$ cat src/source/vp_glue_pkg.sv
// Shared widths, divider counts, size classes, palettes and bus structs of the Videopac glue
package vp_glue_pkg;

	////////////////////////////////////////////////////////////////////////////
	// Widths

	localparam int CART_ADDR_W = 12;
	localparam int IMG_ADDR_W  = 14;
	localparam int DATA_W      = 8;
	// Image byte counter, wide enough to go past 16K
	localparam int COUNT_W     = 16;
	// Clock-enable divider counters
	localparam int DIV_W       = 4;

	// Clocks per enable, NTSC and PAL
	localparam int CPU_DIV_NTSC = 8;
	localparam int CPU_DIV_PAL  = 12;
	localparam int VDC_DIV_NTSC = 6;
	localparam int VDC_DIV_PAL  = 10;

	// Image sizes that select a bank layout
	localparam int SIZE_4K  = 4096;
	localparam int SIZE_8K  = 8192;
	localparam int SIZE_16K = 16384;

	// Download indices
	localparam int XROM_INDEX     = 2;
	localparam int MAX_CART_INDEX = 3;

	// Luma weights, sum is 256
	localparam int GREY_R = 77;
	localparam int GREY_G = 150;
	localparam int GREY_B = 29;

	////////////////////////////////////////////////////////////////////////////
	// Palettes, entry 0 in the low 24 bits

	// Calibrated TV (RF) colours
	localparam logic [16*24-1:0] PALETTE_TV = {
		24'hffffff, 24'hcecece, 24'hc6b86a, 24'h77670b,  // 15..12
		24'hdc84e8, 24'h94309f, 24'hc75151, 24'h790000,  // 11..8
		24'h77e6eb, 24'h2aaabe, 24'h56c469, 24'h006d07,  // 7..4
		24'h5c80f6, 24'h1a37be, 24'h676767, 24'h000000   // 3..0
	};

	// Plain RGB colours
	localparam logic [16*24-1:0] PALETTE_RGB = {
		24'hffffff, 24'hb6b6b6, 24'hffff49, 24'hb6b600,  // 15..12
		24'hff49ff, 24'hb600b6, 24'hff4949, 24'hb60000,  // 11..8
		24'h49ffff, 24'h00b6c9, 24'h49ff49, 24'h00b601,  // 7..4
		24'h4949ff, 24'h0000b6, 24'h494949, 24'h000000   // 3..0
	};

	////////////////////////////////////////////////////////////////////////////
	// Bus types

	// Host download bus
	typedef struct packed {
		logic                  active;
		logic                  wr;
		logic [7:0]            index;
		logic [IMG_ADDR_W-1:0] addr;
		logic [DATA_W-1:0]     data;
	} download_t;

	// Console cartridge bus, strobes active low
	typedef struct packed {
		logic [CART_ADDR_W-1:0] addr;
		logic                   bs0;
		logic                   bs1;
		logic                   psen_n;
		logic                   cs_n;
	} cart_bus_t;

	// VDC colour code, packed value is the palette index
	typedef struct packed {
		logic r;
		logic g;
		logic b;
		logic luma;
	} colour_code_t;

	typedef struct packed {
		logic [7:0] r;
		logic [7:0] g;
		logic [7:0] b;
	} rgb_t;

	typedef enum logic [2:0] {
		SZ_SMALL,
		SZ_4K,
		SZ_8K,
		SZ_16K,
		SZ_XROM
	} size_class_t;

endpackage

$ cat src/source/rom_bank_map.sv
// Bank mapper from the console cartridge bus to an image address and read enable
`timescale 1ns/1ps

module rom_bank_map
	import vp_glue_pkg::*;
(
	input  cart_bus_t             cart_i,
	input  size_class_t           size_class_i,
	output logic [IMG_ADDR_W-1:0] rd_addr_o,
	output logic                  rd_en_o
);

	// Bank layout per size class, bit 10 unused below 16K
	always_comb begin
		case (size_class_i)
			SZ_4K:   rd_addr_o = {2'b00, cart_i.bs0, cart_i.addr[11], cart_i.addr[9:0]};
			SZ_8K:   rd_addr_o = {1'b0, cart_i.bs1, cart_i.bs0, cart_i.addr[11], cart_i.addr[9:0]};
			SZ_16K:  rd_addr_o = {cart_i.bs1, cart_i.bs0, cart_i.addr};
			SZ_XROM: rd_addr_o = {2'b00, cart_i.addr};
			default: rd_addr_o = {3'b000, cart_i.addr[11], cart_i.addr[9:0]};
		endcase
	end

	// XROM reads on psen_n high unless cs_n and bs0 are both set
	always_comb begin
		if (size_class_i == SZ_XROM)
			rd_en_o = cart_i.psen_n & ~(cart_i.cs_n & cart_i.bs0);
		else
			rd_en_o = ~cart_i.psen_n;
	end

endmodule

$ cat config.mk
export PLATFORM = sky130hd
export DESIGN_NAME = rom_bank_map
export DESIGN_NICKNAME = d
export VERILOG_FILES = /design/src/source/vp_glue_pkg.sv /design/src/source/rom_bank_map.sv
export SDC_FILE = /design/constraint.sdc
export NUM_CORES = 1
export LEC_CHECK = 0
export ABC_AREA = 1
export BUFFER_PORTS_ARGS = -buffer_cell sky130_fd_sc_hd__buf_4
export CAP_MARGIN = 20
export CORE_AREA = 2 2 39 41
export DETAILED_ROUTE_END_ITERATION = 8
export DIE_AREA = 0 0 41 43
export GPL_TIMING_DRIVEN = 0
export PLACE_DENSITY = 0.56
export SLEW_MARGIN = 10
export SYNTH_ARGS = -nofsm -noshare
export SYNTH_HDL_FRONTEND = slang
export SYNTH_SLANG_ARGS = --single-unit
$ cat constraint.sdc
create_clock -name vclk -period 0.8
set_input_delay 0.08 -clock vclk [all_inputs]
set_output_delay 0.08 -clock vclk [all_outputs]
set_load 0.05 [all_outputs]
==> impl_metrics.py <==
metrics = {
    "pwr": {
        "ir_drop_uv": 280,
        "cellPowerDensity_nw_per_um2": 852,
        "p_leak_uw": 0.000250,
        "finalPower_uw": 386,
    },
    "synthesis": {
        "ys_types": 10,
        "synth_largest_area_cell": "buf_4",
        "synth_most_common_cell": "buf_4",
        "syn_area_per_cell_um2": 5.40,
        "syn-num-nets": 54,
        "yosys_warnings": 0,
        "synth_top_area_share_pct": 39.7,
        "ys_seq_area_share_pct": 0,
        "netlist_area_um2": 189,
        "syn_inst": 35,
        "synthTopCellsByArea": "buf_4, nand2_1, nand3_1, inv_1, nand4_1",
        "yosys-top-cells-count": "buf_4, nand2_1, inv_1, nand3_1",
    },
    "timing": {
        "finalSetupTns_ns": 0,
        "max_freq_mhz": 1310,
        "setup_violations": 0,
        "finalWorstSetupSlack_ns": 0.0386,
        "finalCritPeriodShare_pct": 95.2,
        "slew_headroom_pct": 90.3,
        "period_needed_ns": 0.761,
        "hold_viol": 0,
        "holdWs_ns": 0.414,
        "grt_setup_unrepaired": "true",
        "slew_violations": 0,
        "worstMarginPinSlew_ns": 0.147,
    },
    "finish": {
        "nets": 80,
        "instances_no_fill": 75,
        "layout-drive-gt1-share_pct": 72.9,
        "layout-area-overhead-vs-synth_pct": 140,
        "insertedDiodeCount": 0,
        "design.seq.count": 0,
        "register_area_um2": 0,
        "clockBufferCount": 0,
    },
    "setup_path": {
        "path_class": "input pin to output port",
        "critPathRequiredTime_ns": 0.72,
        "crit_fanout": 5,
        "cp_data_arrival_time_ns": 0.68,
        "start_kind": "input pin",
        "worstSetupEndpointType": "output port",
    },
    "floorplanning": {
        "num_io_pins": 34,
        "rows": 14,
        "die_area_um2": 1760,
        "die_y_um": 43,
        "start_util_pct": 13.7,
        "die_w_um": 41,
        "coreArea_um2": 1380,
    },
    "min_path": {
        "hold_path.class": "input pin to output port",
    },
    "run": {
        "cap_violations": 0,
    },
    "grt": {
        "grt_use_total_pct": 5.79,
        "grt_pass1_vias": 220,
        "antenna_found_initial": 0,
        "overflow": 0,
        "grt_max_degree": 6,
        "grt_pass1_wl_um": 772,
    },
    "place": {
        "place_congestion": 0.635,
        "dp.cells": 75,
        "place_ws_ns": -0.0803,
        "dpl.hpwl_um": 492,
        "portBuffers": 24,
    },
    "drt": {
        "num_vias": 277,
        "wl_um": 570,
        "drc": 0,
        "ant_nets": 0,
        "vias_per_cell": 3.69,
        "detail_route.wl_per_cell_um": 7.60,
        "first_pass_iters": 1,
        "drt-initial-drc-count": 0,
    },
    "cts": {
        "cts_setup_buffers": 0,
    },
    "run_status": {
        "status": "finished, final reports clean",
    },
}
power breakdown:
part	switching (uW)	internal [uW]	total (uW)
Sequential	0	0	0
Combinational	235	150	386
Clock	0	0	0
cell type report:
cell class                 count  area, um^2
buffer                        10        75.1
fill                         154         931
inverter                       6        30.0
multi-input combinational     19         125
tap                           16        20.0
timing repair buffer          24         203
worst paths after layout:
| check | from | end | slack, ns | depth (start not counted) |
|---|---|---|---|---|
| worst max-delay path | size_class_i[1] | rd_en_o | 0.04 | 5 |
| worst min-delay path | cart_i[11] | rd_addr_o[7] | 0.41 | 2 |
through the flow:
step	area [um^2]	utilization, %
3_5_place_dp	399	28.8
4_1_cts	419	30.3
5_1_grt	453	32.7
3_3_place_gp	399	28.8
2_1_floorplan	199	-
6_report	453	32.7
what timing repair did:
action | in CTS | in global routing
endpoints found under the setup margin | 5 | 4
hold buffers | 0 | 0
resized for setup | 6 | 10
pin swaps | 0 | 3
worst max-delay path, stage by stage:
cell	delay, ns
buf_4	0.14
inv_4	0.06
nand3_4	0.08
o21ai_2	0.15
buf_6	0.17
cells in the final DEF (no fill, tap or decap):
cell      n
nand4_1   2
nand3_1   3
nor2_2    1
nand3_4   2
nand2_1   8
inv_4     3
o21ai_2   3
inv_1     3
buf_6     6
buf_4    28
routing by layer:
metal	global-route usage [%]	wire (um)	share of wire, %	vias up
met5	0	0	0	-
met4	0	0	0	0
met3	0.524	78	14	0
met2	11.9	302	53	14
met1	6.01	189	33	112
li1	-	-	-	151
cell families after synthesis:
kind of cell    synth area share [%]
compound gates                  7.94
buf+inv                         51.7
simple gates                    40.4
(Power assumes the default switching activity.)
