<file path="src/source/vp_glue_pkg.sv">
// Shared widths, divider counts, size classes, palettes and bus structs of the Videopac glue
package vp_glue_pkg;

	////////////////////////////////////////////////////////////////////////////
	// Widths

	localparam int CART_ADDR_W = 12;
	localparam int IMG_ADDR_W  = 14;
	localparam int DATA_W      = 8;
	// Image byte counter, wide enough to go past 16K
	localparam int COUNT_W     = 16;
	// Clock-enable divider counters
	localparam int DIV_W       = 4;

	// Clocks per enable, NTSC and PAL
	localparam int CPU_DIV_NTSC = 8;
	localparam int CPU_DIV_PAL  = 12;
	localparam int VDC_DIV_NTSC = 6;
	localparam int VDC_DIV_PAL  = 10;

	// Image sizes that select a bank layout
	localparam int SIZE_4K  = 4096;
	localparam int SIZE_8K  = 8192;
	localparam int SIZE_16K = 16384;

	// Download indices
	localparam int XROM_INDEX     = 2;
	localparam int MAX_CART_INDEX = 3;

	// Luma weights, sum is 256
	localparam int GREY_R = 77;
	localparam int GREY_G = 150;
	localparam int GREY_B = 29;

	////////////////////////////////////////////////////////////////////////////
	// Palettes, entry 0 in the low 24 bits

	// Calibrated TV (RF) colours
	localparam logic [16*24-1:0] PALETTE_TV = {
		24'hffffff, 24'hcecece, 24'hc6b86a, 24'h77670b,  // 15..12
		24'hdc84e8, 24'h94309f, 24'hc75151, 24'h790000,  // 11..8
		24'h77e6eb, 24'h2aaabe, 24'h56c469, 24'h006d07,  // 7..4
		24'h5c80f6, 24'h1a37be, 24'h676767, 24'h000000   // 3..0
	};

	// Plain RGB colours
	localparam logic [16*24-1:0] PALETTE_RGB = {
		24'hffffff, 24'hb6b6b6, 24'hffff49, 24'hb6b600,  // 15..12
		24'hff49ff, 24'hb600b6, 24'hff4949, 24'hb60000,  // 11..8
		24'h49ffff, 24'h00b6c9, 24'h49ff49, 24'h00b601,  // 7..4
		24'h4949ff, 24'h0000b6, 24'h494949, 24'h000000   // 3..0
	};

	////////////////////////////////////////////////////////////////////////////
	// Bus types

	// Host download bus
	typedef struct packed {
		logic                  active;
		logic                  wr;
		logic [7:0]            index;
		logic [IMG_ADDR_W-1:0] addr;
		logic [DATA_W-1:0]     data;
	} download_t;

	// Console cartridge bus, strobes active low
	typedef struct packed {
		logic [CART_ADDR_W-1:0] addr;
		logic                   bs0;
		logic                   bs1;
		logic                   psen_n;
		logic                   cs_n;
	} cart_bus_t;

	// VDC colour code, packed value is the palette index
	typedef struct packed {
		logic r;
		logic g;
		logic b;
		logic luma;
	} colour_code_t;

	typedef struct packed {
		logic [7:0] r;
		logic [7:0] g;
		logic [7:0] b;
	} rgb_t;

	typedef enum logic [2:0] {
		SZ_SMALL,
		SZ_4K,
		SZ_8K,
		SZ_16K,
		SZ_XROM
	} size_class_t;

endpackage

</file>
<file path="src/source/clk_enable_gen.sv">
// CPU and VDC clock-enable dividers with NTSC and PAL periods
`timescale 1ns/1ps

module clk_enable_gen
	import vp_glue_pkg::*;
(
	input  logic clk_sys,
	input  logic reset,
	input  logic pal_i,
	output logic cpu_en_o,
	output logic vdc_en_o
);

	// Slot 0 drives the CPU enable, slot 1 the VDC enable
	logic             pal_q;
	logic             pal_change;
	logic [DIV_W-1:0] div_last [2];
	logic [DIV_W-1:0] ctr_q [2];
	logic [1:0]       en_q;

	// Previous standard, only compared against
	always_ff @(posedge clk_sys) begin
		pal_q <= pal_i;
	end

	// Standard switch restarts both dividers
	assign pal_change = (pal_i != pal_q);

	// Terminal counts for the current standard
	always_comb begin
		div_last[0] = pal_i ? DIV_W'(CPU_DIV_PAL - 1) : DIV_W'(CPU_DIV_NTSC - 1);
		div_last[1] = pal_i ? DIV_W'(VDC_DIV_PAL - 1) : DIV_W'(VDC_DIV_NTSC - 1);
	end

	always_ff @(posedge clk_sys or posedge reset) begin
		if (reset) begin
			ctr_q[0] <= '0;
			ctr_q[1] <= '0;
			en_q     <= '0;
		end else begin
			for (int i = 0; i < 2; i++) begin
				if (pal_change) begin
					ctr_q[i] <= '0;
					en_q[i]  <= 1'b0;
				end else if (ctr_q[i] >= div_last[i]) begin
					// Wrap and pulse for one cycle
					ctr_q[i] <= '0;
					en_q[i]  <= 1'b1;
				end else begin
					ctr_q[i] <= ctr_q[i] + 1'b1;
					en_q[i]  <= 1'b0;
				end
			end
		end
	end

	assign cpu_en_o = en_q[0];
	assign vdc_en_o = en_q[1];

endmodule

</file>
<file path="config.mk">
export PLATFORM = sky130hd
export DESIGN_NAME = clk_enable_gen
export DESIGN_NICKNAME = d
export VERILOG_FILES = /design/src/source/vp_glue_pkg.sv /design/src/source/clk_enable_gen.sv
export SDC_FILE = /design/constraint.sdc
export NUM_CORES = 1
export LEC_CHECK = 0
export ABC_AREA = 1
export BUFFER_PORTS_ARGS = -buffer_cell sky130_fd_sc_hd__buf_2
export CELL_PAD_IN_SITES_DETAIL_PLACEMENT = 1
export CELL_PAD_IN_SITES_GLOBAL_PLACEMENT = 2
export CORE_MARGIN = 1
export CORE_UTILIZATION = 31
export DETAILED_ROUTE_END_ITERATION = 8
export GPL_TIMING_DRIVEN = 0
export HOLD_SLACK_MARGIN = 0.1
export PLACE_DENSITY = 0.73
export SYNTH_ARGS = -nofsm -noshare
export SYNTH_HDL_FRONTEND = slang
export SYNTH_SLANG_ARGS = --single-unit
</file>
<file path="constraint.sdc">
create_clock -name clk_sys -period 1.1 [get_ports clk_sys]
set_input_delay 0.275 -clock clk_sys [delete_from_list [all_inputs] [get_ports clk_sys]]
set_output_delay 0.275 -clock clk_sys [all_outputs]
set_load 0.01 [all_outputs]
</file>
==> impl_table.tex <==
\begin{tabular}{lr}
\hline
Metric & Value \\
\hline
\multicolumn{2}{l}{\textbf{Setup path}} \\
\quad Startpoint types & flop \\
\quad Crit Path Max Fanout & 4 \\
\quad Worst Setup Path Type & reg2reg \\
\quad Cell breakdown of the critical path & ha\_4 > a21oi\_4 > nand3\_4 > nor2\_1 \\
\quad Worst-case register-to-register setup slack & -20 ps \\
\quad Slowest cell on crit path & sky130\_fd\_sc\_hd\_\_dfrtp\_1 \\
\quad Kind of end point of the critical path & flop \\
\quad Data arrival time of the critical path & 1320 ps \\
\quad Worst path required time & between 1000 and 1500 ps \\
\quad Largest incremental delay on the critical path & 410 ps \\
\multicolumn{2}{l}{\textbf{Layout}} \\
\quad Area added between synthesis and finish & 46.1\% \\
\quad Post-route non-filler standard cell count & approximately 110 \\
\quad Diodes inserted & 0 \\
\quad Final Net Count & 93 \\
\quad Fraction of final layout cells sized beyond drive strength 1 & 50.6\% \\
\multicolumn{2}{l}{\textbf{Timing}} \\
\quad Highest Clock Rate & 891 MHz \\
\quad Worst rel slew slack & between 70\% and 80\% \\
\quad Final Hold Vio Count & 0 \\
\quad Period utilization & 102\% \\
\quad Final setup fails & 4 \\
\quad RSZ-0062 raised after global routing & true \\
\quad Count of final max-slew check failures & 0 \\
\quad Post-layout minimum cycle time & 1120 ps \\
\quad Final worst slack & -22.9 ps \\
\quad Final setup skew & 5.25 ps \\
\quad Worst Max-Slew Pin Slew & between 400 and 500 ps \\
\multicolumn{2}{l}{\textbf{Global routing}} \\
\quad GRT Total Usage & roughly an eighth \\
\quad Pin count of the biggest net entering global routing & 11 \\
\quad First-pass GRT wire length & 1810 um \\
\quad GRT overflow & 0 \\
\quad Antenna violations before repair & 0 \\
\quad Number of global-route vias before repair & about 410 \\
\multicolumn{2}{l}{\textbf{Detailed routing}} \\
\quad Count of routing violations after the opening detailed-route iteration & 2 \\
\quad Number of vias after detailed routing & 460 \\
\quad Number of optimization iterations in the first detailed-route pass & 3 \\
\quad Number of design rule violations left after detail routing & 0 \\
\quad Post-detailed-route count of antenna-violating nets & 0 \\
\quad Final routed wirelength across all metal layers & 1210 um \\
\quad Post-DR wirelength/cell & 11.4 um \\
\quad Number of vias per cell after detailed routing & between 4 and 5 \\
\multicolumn{2}{l}{\textbf{Clock tree}} \\
\quad H-tree depth & 1 \\
\quad Root buffer cell & sky130\_fd\_sc\_hd\_\_clkbuf\_4 \\
\quad Clk Latency, worst-skew pair & $\sim$260 ps \\
\quad Clock tree from TritonCTS & built \\
\quad Clock input transition at the sequential cells of the worst setup and hold paths & roughly 70 ps \\
\quad Clock net sink count & 11 \\
\quad Number of CTS-inserted buffers & 3 \\
\quad Longest Clk Path Bufs & 2 \\
\multicolumn{2}{l}{\textbf{Floorplan}} \\
\quad Initial cell density of the core & 33.3\% \\
\quad Die height & 45.3 um \\
\quad Area of the die & 2050 um2 \\
\quad I/O pins & 5 \\
\quad Core Region & 1750 um2 \\
\quad Overall die width & around 45 um \\
\quad Placement row count & 15 \\
\multicolumn{2}{l}{\textbf{Pwr}} \\
\quad Leakage power total & roughly 0.42 nW \\
\quad Power per cell area & approximately 1100 nW/um2 \\
\quad Max IR drop VDD & 0.000568 V \\
\multicolumn{2}{l}{\textbf{Outcome}} \\
\quad Status & finished, violations left \\
\quad Violations in the final reports & setup timing \\
\multicolumn{2}{l}{\textbf{Synthesis}} \\
\quad Netlist Area Pre-Place & 581 um2 \\
\quad Share of the yosys chip area belonging to registers & 46.6\% \\
\quad Number of warnings issued by yosys & 0 \\
\quad Distinct cells, synth & 14 \\
\quad Syn Inst Count & 62 \\
\quad Net Count, Synth & 73 \\
\quad Post-Synthesis Mean Instance Area & 9.36 um2 \\
\quad Number of synthesized register bits & 11 \\
\multicolumn{2}{l}{\textbf{Flow run}} \\
\quad Maximum capacitance violations & 0 \\
\multicolumn{2}{l}{\textbf{Place}} \\
\quad Detailed Place HPWL & between 700 and 800 um \\
\quad Cell count after placement & 91 \\
\quad Buffers on Ports & 4 \\
\quad Setup slack after placement & -226 ps \\
\quad GPL Wtd Cong & 0.680 \\
\multicolumn{2}{l}{\textbf{Worst hold path}} \\
\quad Worst Hold Class & in2reg \\
\hline
\end{tabular}
==> synthesized netlist by cell type <==
| library cell | number | area share (%) |
|---|---|---|
| sky130_fd_sc_hd__nand2_1 | 8 | 5.2 |
| sky130_fd_sc_hd__dfrtp_1 | 10 | 43 |
| sky130_fd_sc_hd__nand3_1 | 3 | 2.6 |
| sky130_fd_sc_hd__nand3_2 | 2 | 3.4 |
| sky130_fd_sc_hd__a21oi_2 | 2 | 3.0 |
| sky130_fd_sc_hd__dfxtp_1 | 1 | 3.4 |
| sky130_fd_sc_hd__inv_2 | 2 | 1.3 |
| sky130_fd_sc_hd__xnor2_1 | 2 | 3.0 |
| sky130_fd_sc_hd__nand2_2 | 2 | 2.2 |
| sky130_fd_sc_hd__nand4_1 | 2 | 2.2 |
| sky130_fd_sc_hd__a21oi_1 | 2 | 1.7 |
| sky130_fd_sc_hd__nor2_1 | 8 | 5.2 |
| sky130_fd_sc_hd__ha_1 | 8 | 17 |
| sky130_fd_sc_hd__inv_1 | 10 | 6.5 |
==> kinds of logic (layout without fill, tap and decap cells) <==
| logic type | Yosys count | after routing | share of synthesized area [%] |
|---|---|---|---|
| AOI/OAI and AO/OA | 4 | 4 | 4.74 |
| adders and majority gates | 8 | 8 | 17.2 |
| DFF | 11 | 11 | 46.6 |
| and+or+nand+nor | 25 | 25 | 20.7 |
| xor gates and xnor gates | 2 | 2 | 3.02 |
| buffers and inverters | 12 | 31 | 7.76 |
==> registers in the layout, indices dropped and copies added, names as in the netlist <==
register,count
ctr_q,8
en_q,2
pal_q,1
==> critical path: cells and delay by family (launching register included) <==
family	cells	cell delay, ps
AO/OA/AOI/OAI	1	170
AND/OR/NAND/NOR	2	230
flip-flops	1	410
adder cells (fa/ha/maj)	1	240
==> worst paths after layout <==
path | cells past startpoint | end | startpoint
max | 4 | ctr_q[4]$_DFF_PP0_ | ctr_q[7]$_DFF_PP0_
min | 1 | pal_q$_DFF_P_ | pal_i
max reg2reg | 4 | ctr_q[4]$_DFF_PP0_ | ctr_q[7]$_DFF_PP0_
min reg2reg | 1 | ctr_q[4]$_DFF_PP0_ | ctr_q[4]$_DFF_PP0_
max in group asynchronous | 3 | ctr_q[0]$_DFF_PP0_ | reset
min in group asynchronous | 3 | ctr_q[3]$_DFF_PP0_ | reset
==> layer usage <==
| layer | global-route usage, % | up-vias | wire [um] |
|---|---|---|---|
| met4 | 1.82 | 0 | 0 |
| li1 | - | 231 | - |
| met1 | 16.0 | 220 | 503 |
| met2 | 20.3 | 9 | 659 |
| met3 | 7.20 | 0 | 49 |
| met5 | 0 | - | 0 |
==> per-stage QoR <==
step | hold WS (ps) | area (um2) | power, W | setup TNS (ps) | utilization (%)
2_1_floorplan | 115 | 581 | 0.000555 | 0 | -
3_3_place_gp | 272 | 632 | 0.000587 | -1680 | 36.2
3_5_place_dp | 275 | 632 | 0.000593 | -1980 | 36.2
4_1_cts | 185 | 769 | 0.000903 | -87.8 | 44.1
5_1_grt | 185 | 848 | 0.00101 | -475 | 48.6
6_report | 191 | 848 | 0.000932 | -62.3 | 48.6
==> where the power goes <==
part / total (W) / leakage, nW / internal (W) / switching [W]
Clock: 0.000265 / 0.0150 / 0.000140 / 0.000125
Combinational: 0.000212 / 0.261 / 0.0000941 / 0.000117
Sequential: 0.000455 / 0.143 / 0.000432 / 0.0000224
Total: 0.000932 / 0.419 / 0.000667 / 0.000265
==> timing repair <==
action / CTS / global route
pin swaps: 8 / 3
endpoints found under the setup margin: 10 / 10
hold buffers: 1 / 0
setup buffers: 6 / 4
gates resized for setup: 8 / 14
hold endpoints to repair: 10 / 0
==> area by class of cell <==
class,count,area (um2)
well taps,25,31.3
fillers,205,897
multi-input cells,39,365
inverters,12,45.0
clock buffers,4,26.3
repair buffers,15,109
flip-flops and latches,11,272
==> placed cells by master, fill, tap and decap left out, types with 3 or more instances in the layout <==
master and count:
sky130_fd_sc_hd__nand2_1 5, sky130_fd_sc_hd__buf_2 4, sky130_fd_sc_hd__nor2_2 4, sky130_fd_sc_hd__buf_4 9, sky130_fd_sc_hd__inv_2 3, sky130_fd_sc_hd__nand2_2 4, sky130_fd_sc_hd__ha_1 5, sky130_fd_sc_hd__clkbuf_4 3
sky130_fd_sc_hd__inv_1 9, sky130_fd_sc_hd__dfrtp_1 9, sky130_fd_sc_hd__nor2_1 4
Note: power is estimated with default switching activity, not from simulation.
