--- src/source/vp_glue_pkg.sv ---
// Shared widths, divider counts, size classes, palettes and bus structs of the Videopac glue
package vp_glue_pkg;

	////////////////////////////////////////////////////////////////////////////
	// Widths

	localparam int CART_ADDR_W = 12;
	localparam int IMG_ADDR_W  = 14;
	localparam int DATA_W      = 8;
	// Image byte counter, wide enough to go past 16K
	localparam int COUNT_W     = 16;
	// Clock-enable divider counters
	localparam int DIV_W       = 4;

	// Clocks per enable, NTSC and PAL
	localparam int CPU_DIV_NTSC = 8;
	localparam int CPU_DIV_PAL  = 12;
	localparam int VDC_DIV_NTSC = 6;
	localparam int VDC_DIV_PAL  = 10;

	// Image sizes that select a bank layout
	localparam int SIZE_4K  = 4096;
	localparam int SIZE_8K  = 8192;
	localparam int SIZE_16K = 16384;

	// Download indices
	localparam int XROM_INDEX     = 2;
	localparam int MAX_CART_INDEX = 3;

	// Luma weights, sum is 256
	localparam int GREY_R = 77;
	localparam int GREY_G = 150;
	localparam int GREY_B = 29;

	////////////////////////////////////////////////////////////////////////////
	// Palettes, entry 0 in the low 24 bits

	// Calibrated TV (RF) colours
	localparam logic [16*24-1:0] PALETTE_TV = {
		24'hffffff, 24'hcecece, 24'hc6b86a, 24'h77670b,  // 15..12
		24'hdc84e8, 24'h94309f, 24'hc75151, 24'h790000,  // 11..8
		24'h77e6eb, 24'h2aaabe, 24'h56c469, 24'h006d07,  // 7..4
		24'h5c80f6, 24'h1a37be, 24'h676767, 24'h000000   // 3..0
	};

	// Plain RGB colours
	localparam logic [16*24-1:0] PALETTE_RGB = {
		24'hffffff, 24'hb6b6b6, 24'hffff49, 24'hb6b600,  // 15..12
		24'hff49ff, 24'hb600b6, 24'hff4949, 24'hb60000,  // 11..8
		24'h49ffff, 24'h00b6c9, 24'h49ff49, 24'h00b601,  // 7..4
		24'h4949ff, 24'h0000b6, 24'h494949, 24'h000000   // 3..0
	};

	////////////////////////////////////////////////////////////////////////////
	// Bus types

	// Host download bus
	typedef struct packed {
		logic                  active;
		logic                  wr;
		logic [7:0]            index;
		logic [IMG_ADDR_W-1:0] addr;
		logic [DATA_W-1:0]     data;
	} download_t;

	// Console cartridge bus, strobes active low
	typedef struct packed {
		logic [CART_ADDR_W-1:0] addr;
		logic                   bs0;
		logic                   bs1;
		logic                   psen_n;
		logic                   cs_n;
	} cart_bus_t;

	// VDC colour code, packed value is the palette index
	typedef struct packed {
		logic r;
		logic g;
		logic b;
		logic luma;
	} colour_code_t;

	typedef struct packed {
		logic [7:0] r;
		logic [7:0] g;
		logic [7:0] b;
	} rgb_t;

	typedef enum logic [2:0] {
		SZ_SMALL,
		SZ_4K,
		SZ_8K,
		SZ_16K,
		SZ_XROM
	} size_class_t;

endpackage

--- src/source/palette_lut.sv ---
// Colour-code to RGB lookup with palette select, greyscale and an output register
`timescale 1ns/1ps

module palette_lut
	import vp_glue_pkg::*;
(
	input  logic         clk_sys,
	input  logic         reset,
	input  colour_code_t colour_i,
	input  logic         palette_rgb_i,
	input  logic         mono_i,
	output rgb_t         pixel_o
);

	logic [3:0]  code;
	logic [23:0] tv_entry;
	logic [23:0] rgb_entry;
	rgb_t        colour;
	logic [15:0] grey_sum;
	logic [7:0]  grey;
	rgb_t        pixel_d;
	rgb_t        pixel_q;

	////////////////////////////////////////////////////////////////////////////
	// Lookup

	// Code bits r, g, b, luma form the index
	assign code = colour_i;

	assign tv_entry  = PALETTE_TV[code*24 +: 24];
	assign rgb_entry = PALETTE_RGB[code*24 +: 24];

	// Palette select
	assign colour = palette_rgb_i ? rgb_t'(rgb_entry) : rgb_t'(tv_entry);

	////////////////////////////////////////////////////////////////////////////
	// Greyscale

	// Weighted sum fits 16 bits, weights add to 256
	assign grey_sum = 16'(GREY_R) * 16'(colour.r)
	                + 16'(GREY_G) * 16'(colour.g)
	                + 16'(GREY_B) * 16'(colour.b);

	// Drop the weight scale
	assign grey = grey_sum[15:8];

	always_comb begin
		if (mono_i) begin
			pixel_d.r = grey;
			pixel_d.g = grey;
			pixel_d.b = grey;
		end else begin
			pixel_d = colour;
		end
	end

	////////////////////////////////////////////////////////////////////////////
	// Output register

	// Black out of reset
	always_ff @(posedge clk_sys or posedge reset) begin
		if (reset)
			pixel_q <= '0;
		else
			pixel_q <= pixel_d;
	end

	assign pixel_o = pixel_q;

endmodule

--- config.mk ---
export PLATFORM = sky130hd
export DESIGN_NAME = palette_lut
export DESIGN_NICKNAME = d
export VERILOG_FILES = /design/src/source/vp_glue_pkg.sv /design/src/source/palette_lut.sv
export SDC_FILE = /design/constraint.sdc
export NUM_CORES = 1
export LEC_CHECK = 0
export BUFFER_PORTS_ARGS = -buffer_cell sky130_fd_sc_hd__buf_2
export CAP_MARGIN = 25
export CORE_MARGIN = 2
export CORE_UTILIZATION = 58
export CTS_CLUSTER_SIZE = 28
export DETAILED_ROUTE_END_ITERATION = 12
export PLACE_DENSITY = 0.8
export SLEW_MARGIN = 20
export SYNTH_ARGS = -nofsm -noshare
export SYNTH_HDL_FRONTEND = slang
export SYNTH_SLANG_ARGS = --single-unit
export TNS_END_PERCENT = 1
--- constraint.sdc ---
create_clock -name clk_sys -period 0.8 [get_ports clk_sys]
set_clock_uncertainty 0.1 [all_clocks]
set_input_delay 0.16 -clock clk_sys [delete_from_list [all_inputs] [get_ports clk_sys]]
set_output_delay 0.16 -clock clk_sys [all_outputs]
set_load 0.02 [all_outputs]
==> impl_metrics.csv, run 1 <==
group,metric,value,unit
timing,drv_slew,0,
clock_tree,clock-root-buffer,"clkbuf_8",
timing,finalCritPeriodShare,8.54,
global_route,antenna_found_initial,0,
placed_design,dpl.cell_count,867,
synth,ys_async_sr_fraction,1.00,
hold_path,hold_depth,2,
synth,yosys_warnings,0,
global_route,grt_pass1_vias,5296,
synth,ys.flop_type,"dfrtp_1",
synth,avgSynthCellArea,8.71,µm²
hold_path,min-delay-start,"mono_i",
critical_path,cp.arrival,6.90,ns
final_layout,area_growth,35.9,%
synth,syn_inst,604,
critical_path,endpoint_kind,"register",
clock_tree,cts_tree,"built",
synth,synth-seq-cells,24,
critical_path,crit_path_max_incr_delay,0.53,ns
critical_path,crit_required,0.87,ns
final_layout,final_common_cell,"buf_4",
synth,synth_top_area_cell,"ha_1",
floorplanning,start_util,0.600,
final_layout,finalCoreUtilization,0.816,
critical_path,worstSetupPathType,"in -> reg",
synth,syn_area,5260,µm²
floorplanning,fp.dieW,99.2,µm
route,viasPerCell,5.76,
synth,synth_cell_type_count,58,
global_route,grtUsageTotal,0.319,
final_layout,layout-drive-gt1-share,0.335,
clock_tree,clkTransAtPathRegs,0.09,ns
timing,fin_crit,6.83,ns
route,wl_met1,5990,µm
final_layout,nets,931,
route,routed_wl,15600,µm
critical_path,crit_start,"palette_rgb_i",
placed_design,place_area,6750,µm²
route,num_vias,5065,
critical_path,critPathSlowestCell,"fa_1",
floorplanning,core-area,8760,µm²
timing,max_freq,146,MHz
final_layout,final_cell_mix,"buf_4 (153), inv_1 (112), ha_1 (78), fa_1 (55), a21oi_1 (33)",
route,antenna_left,0,
global_route,grt_max_degree,25,
floorplanning,die_y,99.2,µm
final_layout,stdcell_count,880,
placed_design,port_buffers,31,
clock_tree,htree_levels,1,
timing,hold_viol_final,0,
clock_tree,clk_path_buf_depth,2,
route,dr.pass1.iters,5,
timing,tightest_slew,0.653,ns
timing,setup_viol_count_final,48,
route,drt-initial-drc-count,392,
timing,setup_ws,-6.03,ns
global_route,overflow,0,
synth,synth_enable_flop_cells,0,
synth,synth_top_area_frac,0.224,
flow_run,max_cap_violations,0,
route,wl_met2,7910,µm
timing,relSlewSlack,0.563,
global_route,grt_pass1_wl,24900,µm
placed_design,place.gp.congestion,0.963,
clock_tree,cts_num_sinks,24,
synth,syn_nets,762,
route,wl_met3,1000,µm
status,outcome,"finished with violations",
clock_tree,cts_inserted_buffers,3,
final_layout,largest_register_ffs,24,
route,routed.top_layer,"met4",
route,drc_errors,0,
hold_path,hp-class,"in -> reg",
route,wl_per_cell,17.8,µm
synth,synth-seq-area-share,0.114,
critical_path,crit_fanout,6,
timing,rsz0062_at_grt,"yes",
floorplanning,die_area,9840,µm²
hold_path,holdPathEnd,"pixel_o[5]",
synth,synth_area_leaders,"ha_1 (22%), fa_1 (21%), dfrtp_1 (11%), inv_1 (8.7%), a21oi_1 (3.8%)",
status,violations,"setup timing",
floorplanning,ios,32,
critical_path,critPathLaunchType,"primary input",
placed_design,dpl.hpwl,12600,µm
final_layout,diodes,0,
final_layout,design_area,7150,µm²
floorplanning,rows,34,
[layout make-up]
type / instances / area (µm²)
multi-input combinational: 433 / 4460
clock inverter: 1 / 30.0
clock buffer: 3 / 41.3
timing repair buffer: 188 / 1410
fill: 469 / 1620
tap: 108 / 135
sequential: 24 / 601
inverter: 123 / 477
[cells by family after synthesis]
family / Yosys count / synth area share
compound gates: 141 / 0.178
xor+xnor: 13 / 0.0217
fa+ha+maj: 150 / 0.437
buf+inv: 147 / 0.107
flops: 24 / 0.114
mux: 16 / 0.0388
simple gates: 113 / 0.103
[synth_stat cells (13+ instances only)]
master and count:
inv_1 122, nor2_1 31, nand2_1 31, dfrtp_1 24
a21o_1 14, clkbuf_1 13, fa_1 56, ha_1 94
o21ai_0 27, a21oi_1 40
[metal layers]
metal,global-route usage,vias up
li1,-,2365
met1,0.393,2419
met2,0.560,223
met3,0.0344,58
met4,0.149,0
met5,0,-
[critical path, delay by kind of cell]
family	cells	cell delay (ns)
AO/OA/AOI/OAI	9	1.67
XOR/XNOR	1	0.13
adder cells (fa/ha/maj)	11	3.96
buffers and inverters	7	0.45
multiplexers	1	0.45
AND/OR/NAND/NOR	1	0.06
[timing repair]
item,in CTS,in global routing
pin swaps,23,16
hold buffers,1,0
gates cloned,0,0
resized for setup,35,19
hold endpoints to repair,24,0
buffers inserted,5,3
endpoints found under the setup margin,48,48
[worst max path at each step]
stage / to / slack [ns]
after CTS: pixel_o[22] / -5.97
final: pixel_o[22] / -6.03
after detailed placement: pixel_o[22] / -6.49
after global routing: pixel_o[22] / -6.24
after floorplan: pixel_o[22] / -6.24
after global placement: pixel_o[22] / -6.26
[through the flow]
step                      hold slack, ns  setup WS [ns]  setup TNS [ns]
after floorplan                   0.0746          -6.24         -141.32
after global placement            0.0904          -6.26         -145.12
after detailed placement          0.0970          -6.49         -149.53
after CTS                          0.116          -5.97         -143.38
after global routing               0.150          -6.24         -150.58
final                              0.135          -6.03         -145.60
Power of run 1 is not shown: default switching activity piles up to over one toggle a cycle in this logic, so the estimate is an artifact.
==> run 2, diff against run 1 <==
- RECOVER_POWER: not set -> 100
==> impl_metrics.csv, run 2 (synthesis gave the netlist of run 1 again) <==
group,metric,value,unit
floorplanning,fp.dieW,99.2,µm
clock_tree,clock-root-buffer,"clkbuf_8",
placed_design,port_buffers,31,
clock_tree,cts_inserted_buffers,3,
final_layout,finalCoreUtilization,0.815,
timing,setup_ws,-6.03,ns
final_layout,diodes,0,
route,viasPerCell,5.75,
route,drt-initial-drc-count,392,
global_route,grtUsageTotal,0.319,
clock_tree,clkTransAtPathRegs,0.09,ns
critical_path,endpoint_kind,"register",
timing,tns,-145.60,ns
global_route,overflow,0,
final_layout,area_growth,35.8,%
timing,hold_viol_final,0,
timing,tightest_slew,0.653,ns
final_layout,layout-drive-gt1-share,0.335,
timing,rsz0062_at_grt,"yes",
global_route,grt_pass1_wl,24900,µm
route,num_vias,5061,
clock_tree,clk_path_buf_depth,2,
clock_tree,htree_levels,1,
route,wl_per_cell,17.7,µm
critical_path,crit_required,0.87,ns
floorplanning,die_area,9840,µm²
timing,relSlewSlack,0.563,
placed_design,dpl.hpwl,12600,µm
flow_run,max_cap_violations,0,
clock_tree,cts_num_sinks,24,
final_layout,final_common_cell,"buf_4",
floorplanning,die_y,99.2,µm
critical_path,crit_path_max_incr_delay,0.53,ns
critical_path,worstSetupPathType,"in -> reg",
final_layout,final_cell_mix,"buf_4 (153), inv_1 (112), ha_1 (78), fa_1 (55), a21oi_1 (33)",
timing,fin_crit,6.83,ns
timing,drv_slew,0,
floorplanning,start_util,0.600,
route,drc_errors,0,
final_layout,nets,931,
floorplanning,ios,32,
status,violations,"setup timing",
final_layout,largest_register_ffs,24,
final_layout,fillers,470,
route,routed_wl,15600,µm
global_route,antenna_found_initial,0,
global_route,grt_pass1_vias,5296,
timing,max_freq,146,MHz
floorplanning,core-area,8760,µm²
timing,setup_viol_count_final,48,
placed_design,place.gp.congestion,0.963,
floorplanning,rows,34,
global_route,grt_max_degree,25,
critical_path,crit_fanout,6,
hold_path,hp-class,"in -> reg",
route,dr.pass1.iters,5,
route,antenna_left,0,
timing,finalCritPeriodShare,8.54,
critical_path,cp.arrival,6.90,ns
critical_path,critPathSlowestCell,"fa_1",
critical_path,critPathLaunchType,"primary input",
clock_tree,cts_tree,"built",
status,outcome,"finished with violations",
[run 2: critical path: cells and delay by family]
kind	cells	cell delay, ns
fa+ha+maj	11	3.96
xor+xnor	1	0.13
simple gates	1	0.06
compound gates	9	1.67
mux	1	0.45
buf+inv	7	0.45
[run 2: area by class of cell]
cell class              count  area (µm²)  area share
multi-input cells         433        4460       0.625
repair buffers            188        1400       0.196
flip-flops and latches     24         601      0.0841
inverters                 123         477      0.0668
well taps                 108         135      0.0189
clock buffers               3        41.3     0.00578
clock inverters             1        30.0     0.00421
[run 2: metal layers]
layer	global-route usage	up-vias	routed length [µm]
li1	-	2365	-
met5	0	-	0
met4	0.149	0	719
met2	0.560	223	7900
met1	0.393	2415	5980
met3	0.0344	58	1000
[run 2: path summary, 6_finish.rpt]
path / cells after the start / endpoint / from
min in group asynchronous: 4 / pixel_o[12] / reset
max in group asynchronous: 4 / pixel_o[15] / reset
max: 30 / pixel_o[22] / palette_rgb_i
min: 2 / pixel_o[5] / mono_i
[run 2: what timing repair did]
item / in CTS / in global routing
pin swaps: 23 / 16
gates resized for setup: 35 / 19
endpoints found under the setup margin: 48 / 48
hold buffers: 1 / 0
buffers inserted: 5 / 3
hold endpoints to repair: 24 / 0
[run 2: through the flow]
| step | worst slack [ns] | std cells | instance area [µm²] | hold slack, ns |
|---|---|---|---|---|
| finish | -6.03 | 880 | 7140 | 0.135 |
| global route | -6.24 | 880 | 7140 | 0.150 |
| floorplan | -6.24 | 604 | 5480 | 0.0746 |
| global placement | -6.26 | 867 | 6750 | 0.0904 |
| detailed placement | -6.49 | 867 | 6750 | 0.0970 |
| CTS | -5.97 | 877 | 7020 | 0.116 |
Power of run 2 is left out for the same reason.
