===== config.mk =====
export PLATFORM = sky130hd
export DESIGN_NAME = cart_loader
export DESIGN_NICKNAME = d
export VERILOG_FILES = /design/src/source/vp_glue_pkg.sv /design/src/source/cart_loader.sv
export SDC_FILE = /design/constraint.sdc
export NUM_CORES = 1
export LEC_CHECK = 0
export BUFFER_PORTS_ARGS = -buffer_cell sky130_fd_sc_hd__clkbuf_2
export CORE_ASPECT_RATIO = 0.6
export CORE_UTILIZATION = 47
export CTS_CLUSTER_SIZE = 8
export DETAILED_ROUTE_END_ITERATION = 10
export GPL_ROUTABILITY_DRIVEN = 0
export PLACE_DENSITY = 0.87
export SYNTH_ARGS = -nofsm -noshare
export SYNTH_HDL_FRONTEND = slang
export SYNTH_SLANG_ARGS = --single-unit

===== constraint.sdc =====
create_clock -name clk_sys -period 2.2 [get_ports clk_sys]
set_input_delay 0.11 -clock clk_sys [delete_from_list [all_inputs] [get_ports clk_sys]]
set_output_delay 0.11 -clock clk_sys [all_outputs]
set_load 0.01 [all_outputs]

===== src/source/vp_glue_pkg.sv =====
// Shared widths, divider counts, size classes, palettes and bus structs of the Videopac glue
package vp_glue_pkg;

	////////////////////////////////////////////////////////////////////////////
	// Widths

	localparam int CART_ADDR_W = 12;
	localparam int IMG_ADDR_W  = 14;
	localparam int DATA_W      = 8;
	// Image byte counter, wide enough to go past 16K
	localparam int COUNT_W     = 16;
	// Clock-enable divider counters
	localparam int DIV_W       = 4;

	// Clocks per enable, NTSC and PAL
	localparam int CPU_DIV_NTSC = 8;
	localparam int CPU_DIV_PAL  = 12;
	localparam int VDC_DIV_NTSC = 6;
	localparam int VDC_DIV_PAL  = 10;

	// Image sizes that select a bank layout
	localparam int SIZE_4K  = 4096;
	localparam int SIZE_8K  = 8192;
	localparam int SIZE_16K = 16384;

	// Download indices
	localparam int XROM_INDEX     = 2;
	localparam int MAX_CART_INDEX = 3;

	// Luma weights, sum is 256
	localparam int GREY_R = 77;
	localparam int GREY_G = 150;
	localparam int GREY_B = 29;

	////////////////////////////////////////////////////////////////////////////
	// Palettes, entry 0 in the low 24 bits

	// Calibrated TV (RF) colours
	localparam logic [16*24-1:0] PALETTE_TV = {
		24'hffffff, 24'hcecece, 24'hc6b86a, 24'h77670b,  // 15..12
		24'hdc84e8, 24'h94309f, 24'hc75151, 24'h790000,  // 11..8
		24'h77e6eb, 24'h2aaabe, 24'h56c469, 24'h006d07,  // 7..4
		24'h5c80f6, 24'h1a37be, 24'h676767, 24'h000000   // 3..0
	};

	// Plain RGB colours
	localparam logic [16*24-1:0] PALETTE_RGB = {
		24'hffffff, 24'hb6b6b6, 24'hffff49, 24'hb6b600,  // 15..12
		24'hff49ff, 24'hb600b6, 24'hff4949, 24'hb60000,  // 11..8
		24'h49ffff, 24'h00b6c9, 24'h49ff49, 24'h00b601,  // 7..4
		24'h4949ff, 24'h0000b6, 24'h494949, 24'h000000   // 3..0
	};

	////////////////////////////////////////////////////////////////////////////
	// Bus types

	// Host download bus
	typedef struct packed {
		logic                  active;
		logic                  wr;
		logic [7:0]            index;
		logic [IMG_ADDR_W-1:0] addr;
		logic [DATA_W-1:0]     data;
	} download_t;

	// Console cartridge bus, strobes active low
	typedef struct packed {
		logic [CART_ADDR_W-1:0] addr;
		logic                   bs0;
		logic                   bs1;
		logic                   psen_n;
		logic                   cs_n;
	} cart_bus_t;

	// VDC colour code, packed value is the palette index
	typedef struct packed {
		logic r;
		logic g;
		logic b;
		logic luma;
	} colour_code_t;

	typedef struct packed {
		logic [7:0] r;
		logic [7:0] g;
		logic [7:0] b;
	} rgb_t;

	typedef enum logic [2:0] {
		SZ_SMALL,
		SZ_4K,
		SZ_8K,
		SZ_16K,
		SZ_XROM
	} size_class_t;

endpackage


===== src/source/cart_loader.sv =====
// Download tracker that filters image writes, counts bytes and classifies the image size
`timescale 1ns/1ps

module cart_loader
	import vp_glue_pkg::*;
(
	input  logic                  clk_sys,
	input  logic                  reset,
	input  download_t             dl_i,
	output logic                  wr_en_o,
	output logic [IMG_ADDR_W-1:0] wr_addr_o,
	output logic [DATA_W-1:0]     wr_data_o,
	output size_class_t           size_class_o
);

	logic               active_q;
	logic               dl_start;
	logic               dl_end;
	logic               xrom_q;
	logic [COUNT_W-1:0] count_q;
	size_class_t        size_class_d;
	size_class_t        size_class_q;

	// Edges of the download window
	assign dl_start = dl_i.active & ~active_q;
	assign dl_end   = ~dl_i.active & active_q;

	// Only cartridge and XROM indices reach the image memory
	assign wr_en_o   = dl_i.active & dl_i.wr & (dl_i.index < 8'(MAX_CART_INDEX));
	assign wr_addr_o = dl_i.addr;
	assign wr_data_o = dl_i.data;

	always_ff @(posedge clk_sys or posedge reset) begin
		if (reset) begin
			active_q     <= 1'b0;
			xrom_q       <= 1'b0;
			count_q      <= '0;
			size_class_q <= SZ_SMALL;
		end else begin
			active_q <= dl_i.active;
			if (dl_start) begin
				// New image, restart the count
				count_q <= COUNT_W'(wr_en_o);
				xrom_q  <= (dl_i.index == 8'(XROM_INDEX));
			end else if (wr_en_o) begin
				count_q <= count_q + 1'b1;
			end
			// Size settles when the download ends
			if (dl_end)
				size_class_q <= size_class_d;
		end
	end

	// XROM wins, else exact size match, else small
	always_comb begin
		if (xrom_q)
			size_class_d = SZ_XROM;
		else if (count_q == COUNT_W'(SIZE_4K))
			size_class_d = SZ_4K;
		else if (count_q == COUNT_W'(SIZE_8K))
			size_class_d = SZ_8K;
		else if (count_q == COUNT_W'(SIZE_16K))
			size_class_d = SZ_16K;
		else
			size_class_d = SZ_SMALL;
	end

	assign size_class_o = size_class_q;

endmodule


==> results.toml, run 1 <==
[power_and_ir_drop]
p_int_mw = 0.531
p_total_mw = 0.687
pwr-share-seq = 0.565
netSwitchingFraction = 0.227
power.share.clock = 0.370
power_frac_comb = 0.065
p_sw_mw = 0.156
ir_drop_uv = 261
p_leak_nw = 0.582
cellPowerDensity_nw_per_um2 = 503

[cts]
cts_setup_buffers = 0
cts_buffer_depth = 2
clk_latency_ns = 0.26
cts_tree = "done"
hold_buffers = 0
ctsRootBufferMaster = "clkbuf_8"
cts_sinks = 21
clkTransAtPathRegs_ns = 0.08
htree_levels = 1
cts_resized = 0
numCtsBuffers = 3

[global_routing]
antenna_found_initial = 0
grt_pass1_wl_um = 4640
grtUsageTotal = 0.192
grtUsageMet3 = 0.0721
overflow = 0
grt_max_degree = 22
met1_usage = 0.269
gr-usage-met2 = 0.289
grt_pass1_vias = 998
grt-busiest-layer = "met2"

[run_status]
violations = "hold timing"
status = "finished, violations left"

[detailed_routing]
drc = 0
wirelength_um = 2710
drt-pass1-iter-count = 4
drt-initial-drc-count = 45
num_vias = 1055
ant_nets = 0
via_per_inst = 6.10
wire_per_inst_um = 15.7

[timing]
drv_slew = 0
fin_setup_tns_ns = 0
worst_slack_ns = 0.338
final-setup-viol-count = 0
fin_crit_sh = 0.846
min_period_ns = 1.86
skew_ns = 0.00829
fmax_mhz = 537
rsz0062_at_grt = "no"
hold_viol = 21
tightest_slew_ns = 0.810
holdWs_ns = -0.0282
slew_headroom = 0.459

[finish]
fillers = 248
final_common_cell = "dfrtp_1"
stdcell_count = 173
final_cell_mix = "21 x dfrtp_1, 15 x clkbuf_2, 14 x nand2_1, 10 x a21oi_1, 7 x o31ai_1"
area.growth.synth_to_final_pct = -0.547
diodes = 0
fin_nets = 178
drive_gt1_frac = 0.199
fin_area_um2 = 1370

[floorplan]
dieArea_um2 = 3150
core-area_um2 = 2630
ios = 60
die_h_um = 43.9
num_rows = 14
initial_core_util = 0.522
die_w_um = 71.8

[logic_synthesis]
ys_ff_latch = 21
syn-num-nets = 182
ys.warnings.count = 0
synth-seq-area-share = 0.383
netlist_instances = 146
ys_types = 38
netlist_area_um2 = 1370
avgSynthCellArea_um2 = 9.40

[placement]
place_area_um2 = 1320
portBuffers = 15
pre_cts_ws_ns = 0.357
dp.cells = 169
dp_hpwl_um = 2030

[setup_path]
crit_arrival_ns = 2.06
path_class = "register to register"
critPathRequiredTime_ns = 2.39
worst-path-max-fanout = 5
worst_setup_path_start_kind = "register"
cp-end-kind = "register"

[hold_path]
hp-class = "primary input to async pin"

[run]
maxCapViolations = 0
registers in the layout, summed over array words and instances, names as in the netlist:
signal	cells
active_q	1
count_q	16
size_class_o	3
xrom_q	1
worst paths after layout:
| kind | cells past startpoint | to | slack, ns | startpoint |
|---|---|---|---|---|
| min reg2reg | 2 | size_class_o[0]$_DFFE_PP0P_ | 0.50 | size_class_o[0]$_DFFE_PP0P_ |
| max in group asynchronous | 2 | count_q[7]$_DFFE_PP0P_ | 1.72 | reset |
| max | 5 | count_q[10]$_DFFE_PP0P_ | 0.34 | count_q[1]$_DFFE_PP0P_ |
| max reg2reg | 5 | count_q[10]$_DFFE_PP0P_ | 0.34 | count_q[1]$_DFFE_PP0P_ |
| min | 2 | xrom_q$_DFFE_PP0P_ | -0.03 | reset |
| min in group clk_sys | 1 | active_q$_DFF_PP0_ | 0.02 | dl_i[31] |
synthesized netlist by cell type:
master    instances  share of area
nand4_2           1         0.0091
a21oi_1          10          0.036
nor2b_1           1         0.0046
and2_1            1         0.0046
nor2_1            4          0.011
nand3_1           4          0.015
inv_1             5          0.014
o41ai_1           4          0.026
mux2_2            1         0.0082
nor4_1            5          0.023
dfrtp_1          21           0.38
nand3b_4          1          0.015
o311ai_0          1         0.0064
xnor2_1           3          0.019
or4_1             5          0.027
nand4b_1          1         0.0064
nor3_1            1         0.0036
inv_2             1         0.0027
o21ai_0           2         0.0073
nand2b_1          6          0.027
or3_1             2         0.0091
mux2i_1           4          0.029
o31ai_1           7          0.038
nor4_4            1          0.015
or4b_1            1         0.0073
ha_1              2          0.018
and3_1            1         0.0046
buf_2             2         0.0073
nand2_2           1         0.0046
nor3b_1           1         0.0055
nand2_1          14          0.038
buf_4            22           0.12
nor4b_2           1          0.011
a31o_2            1         0.0064
and3b_1           1         0.0064
and4_1            1         0.0064
clkbuf_1          2         0.0055
nand4_1           4          0.018
critical path, cell delays in order (launching register included):
cell and delay, ns:
dfrtp_1 0.41, ha_1 0.27, nand2_1 0.17, nor4b_2 0.33
or4b_1 0.47, a21oi_1 0.15
logic make-up after synthesis:
logic type / after synthesis / share of synthesized area
AO/OA/AOI/OAI: 25 / 0.120
XOR/XNOR: 3 / 0.0191
adder cells (fa/ha/maj): 2 / 0.0182
buffers and inverters: 32 / 0.150
flip-flops: 21 / 0.383
multiplexers: 5 / 0.0374
AND/OR/NAND/NOR: 58 / 0.273
power by group through the flow:
stage / combinational [mW] / sequential [mW] / clock, mW
6_report: 0.0448 / 0.388 / 0.254
5_1_grt: 0.0500 / 0.388 / 0.277
4_1_cts: 0.0455 / 0.388 / 0.259
3_5_place_dp: 0.0451 / 0.396 / 0
3_3_place_gp: 0.0433 / 0.396 / 0
2_1_floorplan: 0.0649 / 0.395 / 0
cell type report:
class / instances / area (um^2) / share of cell area
Clock buffer: 4 / 45.0 / 0.0330
Inverter: 6 / 22.5 / 0.0165
Multi-Input combinational cell: 93 / 642 / 0.470
Sequential cell: 21 / 526 / 0.385
Tap cell: 32 / 40.0 / 0.0293
Timing Repair Buffer: 17 / 90.1 / 0.0660
metrics by stage:
step | utilization | hold slack [ns]
6_report | 0.520 | -0.0282
5_1_grt | 0.520 | 0.00740
4_1_cts | 0.520 | 0.0113
3_5_place_dp | 0.502 | 0.220
3_3_place_gp | 0.502 | 0.220
2_1_floorplan | - | 0.0865
metal layers:
| metal | routed length [um] | vias up | part of all wire |
|---|---|---|---|
| met2 | 1130 | 37 | 0.42 |
| met5 | 0 | - | 0 |
| met3 | 185 | 4 | 0.068 |
| li1 | - | 506 | - |
| met1 | 1380 | 508 | 0.51 |
| met4 | 12 | 0 | 0.0044 |
No activity file was read; power rests on OpenSTA's default activity.
==> run 2, diff against run 1 <==
==> constraint.sdc (replaced) <==
create_clock -name clk_sys -period 1.9 [get_ports clk_sys]
set_input_delay 0.095 -clock clk_sys [delete_from_list [all_inputs] [get_ports clk_sys]]
set_output_delay 0.095 -clock clk_sys [all_outputs]
set_load 0.01 [all_outputs]
==> results.toml, run 2 (synthesized netlist as in run 1, its figures left out) <==
[run_status]
status = "finished, final reports clean"

[detailed_routing]
drt-pass1-iter-count = 4
wirelength_um = 2900
ant_nets = 0
num_vias = 1099
drt-initial-drc-count = 123
drc = 0
via_per_inst = 6.24
wire_per_inst_um = 16.5

[power_and_ir_drop]
power.share.clock = 0.370
power_frac_comb = 0.069
netSwitchingFraction = 0.229
ir_drop_uv = 254
cellPowerDensity_nw_per_um2 = 565
pwr-share-seq = 0.561
p_int_mw = 0.618
p_sw_mw = 0.183
p_leak_nw = 0.599

[floorplan]
die_w_um = 71.8
initial_core_util = 0.522
die_h_um = 43.9
num_rows = 14
dieArea_um2 = 3150
ios = 60
core-area_um2 = 2630

[finish]
diodes = 0
final_util = 0.540
regMostFlops = "count_q"
final_common_cell = "dfrtp_1"
fin_nets = 181
final_cell_mix = "21 x dfrtp_1, 15 x clkbuf_2, 14 x nand2_1, 10 x a21oi_1, 7 x o31ai_1"
area.growth.synth_to_final_pct = 3.37
fin_area_um2 = 1420
largest_reg_flops = 16
fillers = 238
drive_gt1_frac = 0.215

[setup_path]
cp-end-kind = "register"
path_class = "primary input to register"
worstReg2RegStart = "count_q[1]$_DFFE_PP0P_"
cpPeakStageDelay_ns = 0.52
worst_setup_path_start_kind = "primary input"
crit_arrival_ns = 1.96
worst-path-max-fanout = 7
critical_path_buf_inv_count = 3
slowest_stage = "dlygate4sd3_1"
critPathTopFamily = "buffers and inverters"
critPathRequiredTime_ns = 2.04
cp_cell_sequence = "dlygate4sd3_1 -> clkbuf_2 -> and2_2 -> nand4_1 -> buf_4 -> o41ai_1 -> a21oi_1"
worstSetupStartpoint = "dl_i[31]"

[placement]
dp_hpwl_um = 2050
place_area_um2 = 1320
pre_cts_ws_ns = 0.0152
portBuffers = 15

[hold_path]
min_from = "dl_i[22]"
hp-class = "primary input to register"

[global_routing]
overflow = 0
grtUsageTotal = 0.193
grt_pass1_wl_um = 4640
grt_pass1_vias = 1003
grt_max_degree = 22
antenna_found_initial = 0

[timing]
fin_crit_sh = 0.962
min_period_ns = 1.83
hold_viol = 0
final-setup-viol-count = 0
fin_setup_tns_ns = 0
worst_slack_ns = 0.0717
holdWs_ns = 0.0469
tightest_slew_ns = 0.789
fmax_mhz = 547
slew_headroom = 0.474
drv_slew = 0
skew_ns = 0.00214

[cts]
cts_sinks = 21
numCtsBuffers = 3
clkTransAtPathRegs_ns = 0.07
cts_tree = "done"
htree_levels = 1
clk_latency_ns = 0.26
ctsRootBufferMaster = "clkbuf_8"
cts_buffer_depth = 2

[run]
maxCapViolations = 0
==> run 2: cell count changes in the layout (fill, tap and decap cells not counted), sizes merged <==
cell	change
buf	+1
dlygate4sd3	+2
==> run 2: final timing paths <==
check	cells past startpoint	slack [ns]	endpoint
hold / removal	2	0.05	xrom_q$_DFFE_PP0P_
setup / recovery	7	0.07	count_q[8]$_DFFE_PP0P_
min in group asynchronous	3	0.50	active_q$_DFF_PP0_
setup reg to reg	5	0.09	count_q[10]$_DFFE_PP0P_
max in group asynchronous	3	0.91	count_q[10]$_DFFE_PP0P_
hold reg to reg	2	0.49	size_class_o[1]$_DFFE_PP0P_
==> run 2: power by group through the flow <==
stage / clock [mW] / combinational, mW / sequential, mW
2_1_floorplan: 0 / 0.0752 / 0.458
5_1_grt: 0.323 / 0.0623 / 0.450
6_report: 0.296 / 0.0555 / 0.449
3_5_place_dp: 0 / 0.0518 / 0.458
3_3_place_gp: 0 / 0.0502 / 0.458
4_1_cts: 0.299 / 0.0550 / 0.449
==> run 2: worst register-to-register path, stage by stage (launching register included) <==
cell and delay (ns):
dfrtp_1 0.45, ha_4 0.20, nand2_1 0.14, nor4b_4 0.32, or4b_1 0.47, a21oi_1 0.16
==> run 2: what timing repair did <==
action / in CTS / in global routing
hold buffers: 2 / 0
buffers inserted: 0 / 1
endpoints found under the setup margin: 0 / 6
gates resized for setup: 0 / 5
endpoints found under the hold margin: 22 / 0
==> run 2: per-layer routing <==
| layer | GRT usage | vias to the layer above | routed length, um |
|---|---|---|---|
| met5 | 0 | - | 0 |
| met4 | 0.0549 | 0 | 33 |
| li1 | - | 506 | - |
| met2 | 0.292 | 56 | 1290 |
| met1 | 0.258 | 529 | 1330 |
| met3 | 0.0767 | 8 | 243 |
==> run 2: cell type report <==
type                       count  area [um^2]  area share
inverter                       6         22.5      0.0159
timing repair buffer          20          121      0.0855
clock buffer                   4         45.0      0.0317
tap                           32         40.0      0.0282
sequential                    21          526       0.370
multi-input combinational     93          664       0.468
==> run 2: metrics by stage <==
stage          total power, mW  std cells
2_1_floorplan            0.533        146
3_3_place_gp             0.508        169
3_5_place_dp             0.510        169
4_1_cts                  0.804        175
5_1_grt                  0.835        176
6_report                 0.801        176
==> run 3, diff against run 2 <==
--- a/config.mk
+++ b/config.mk
@@ -7,11 +7,11 @@
 export LEC_CHECK = 0
 export BUFFER_PORTS_ARGS = -buffer_cell sky130_fd_sc_hd__clkbuf_2
 export CORE_ASPECT_RATIO = 0.6
-export CORE_UTILIZATION = 47
+export CORE_UTILIZATION = 35
 export CTS_CLUSTER_SIZE = 8
 export DETAILED_ROUTE_END_ITERATION = 10
 export GPL_ROUTABILITY_DRIVEN = 0
-export PLACE_DENSITY = 0.87
+export PLACE_DENSITY = 0.7
 export SYNTH_ARGS = -nofsm -noshare
 export SYNTH_HDL_FRONTEND = slang
 export SYNTH_SLANG_ARGS = --single-unit
==> results.toml, run 3 (synthesized netlist as in run 1, its figures left out) <==
[floorplan]
num_rows = 17
dieArea_um2 = 4180
core-area_um2 = 3700
die_h_um = 50.5
initial_core_util = 0.371
die_w_um = 82.8
ios = 60

[detailed_routing]
met3_length_um = 268
ant_nets = 0
wirelength_um = 2930
top_layer_used = "met4"
drt-initial-drc-count = 94
drt-pass1-iter-count = 8
via_per_inst = 5.83
wirelength_met1_um = 1370
num_vias = 1102
drc = 0
dr_wl_met2_um = 1250
wire_per_inst_um = 15.5

[placement]
portBuffers = 15
dp_hpwl_um = 2190
pre_cts_ws_ns = 0.0627

[power_and_ir_drop]
p_leak_nw = 0.588
ir_drop_uv = 238
cellPowerDensity_nw_per_um2 = 566

[finish]
final_common_cell = "dfrtp_1"
area.growth.synth_to_final_pct = 3.10
drive_gt1_frac = 0.204
diodes = 0
largest_reg_flops = 16
final_cell_mix = "21 x dfrtp_1, 15 x clkbuf_2, 14 x nand2_1, 10 x a21oi_1, 7 x o31ai_1"
fillers = 381
regMostFlops = "count_q"
fin_nets = 179

[timing]
min_period_ns = 1.81
final-setup-viol-count = 0
worst_slack_ns = 0.0912
skew_ns = 0.00205
fmax_mhz = 553
fin_crit_sh = 0.952
drv_slew = 0
fin_setup_tns_ns = 0
tightest_slew_ns = 0.833
slew_headroom = 0.444
holdWs_ns = -0.0308
hold_viol = 21

[cts]
cts_setup_buffers = 0
cts_buffer_depth = 2
numCtsBuffers = 3
clk_latency_ns = 0.26
htree_levels = 1
ctsRootBufferMaster = "clkbuf_8"
cts_sinks = 21
clkTransAtPathRegs_ns = 0.08
cts_tree = "done"

[global_routing]
antenna_found_initial = 0
grt_pass1_wl_um = 4750
overflow = 0
grt_pass1_vias = 962
grtUsageTotal = 0.147
grt_max_degree = 22

[setup_path]
worstReg2RegStart = "count_q[1]$_DFFE_PP0P_"
crit_arrival_ns = 2.00
reg2regPathDepth = 5
worst-path-max-fanout = 5
worst_setup_path_start_kind = "register"
worst_r2r_endpoint = "count_q[10]$_DFFE_PP0P_"
critPathRequiredTime_ns = 2.09
cp-end-kind = "register"
rrSetupSlack_ns = 0.09
path_class = "register to register"

[run_status]
violations = "hold timing"
status = "finished, violations left"

[run]
maxCapViolations = 0

[hold_path]
hp-class = "primary input to async pin"
## run 3: cell count changes in the layout (fill, tap and decap cells not counted)
cell / delta
buf_6: -1
dlygate4sd3_1: -1
and2_2: -1
and2_1: +1
## run 3: critical path, stage by stage, from the launching register on
cell     delay [ns]
dfrtp_1        0.46
ha_4           0.19
nand2_1        0.14
nor4b_4        0.32
or4b_1         0.46
a21oi_1        0.17
## run 3: per-layer routing
layer | vias to the layer above | track usage
met5 | - | 0
met4 | 0 | 0.0316
met3 | 14 | 0.0526
met2 | 61 | 0.213
met1 | 521 | 0.208
li1 | 506 | -
## run 3: final cells by class
cell class	count	area (um^2)	share of cell area
Multi-Input combinational cell	93	663	0.469
Sequential cell	21	526	0.371
Timing Repair Buffer	18	100	0.0707
Tap cell	47	58.8	0.0416
Clock buffer	4	45.0	0.0318
Inverter	6	22.5	0.0159
## run 3: what timing repair did
item	in CTS	in global routing
setup endpoints to repair	0	1
hold endpoints to repair	1	0
hold buffers	1	0
resized for setup	0	3
## run 3: worst max path at each step
stage                              endpoint                   start  slack, ns  cells past startpoint
floorplan           count_q[10]$_DFFE_PP0P_  count_q[1]$_DFFE_PP0P_       0.28                      5
CTS                 count_q[10]$_DFFE_PP0P_  count_q[1]$_DFFE_PP0P_       0.06                      5
global placement    count_q[10]$_DFFE_PP0P_  count_q[1]$_DFFE_PP0P_       0.18                      5
finish              count_q[10]$_DFFE_PP0P_  count_q[1]$_DFFE_PP0P_       0.09                      5
global route        count_q[10]$_DFFE_PP0P_  count_q[1]$_DFFE_PP0P_      -0.01                      5
detailed placement  count_q[10]$_DFFE_PP0P_  count_q[1]$_DFFE_PP0P_       0.06                      5
## run 3: through the flow
step,utilization,cells,cell area (um^2),power (mW)
6_report,0.382,189,1420,0.801
4_1_cts,0.377,189,1390,0.808
5_1_grt,0.382,189,1420,0.835
3_3_place_gp,0.362,184,1340,0.510
2_1_floorplan,-,146,1370,0.533
3_5_place_dp,0.362,184,1340,0.511
## run 3: power by group
group	total [mW]	internal (mW)	switching (mW)
clock network	0.296	0.150	0.146
registers	0.449	0.448	0.00131
logic	0.0554	0.0187	0.0367
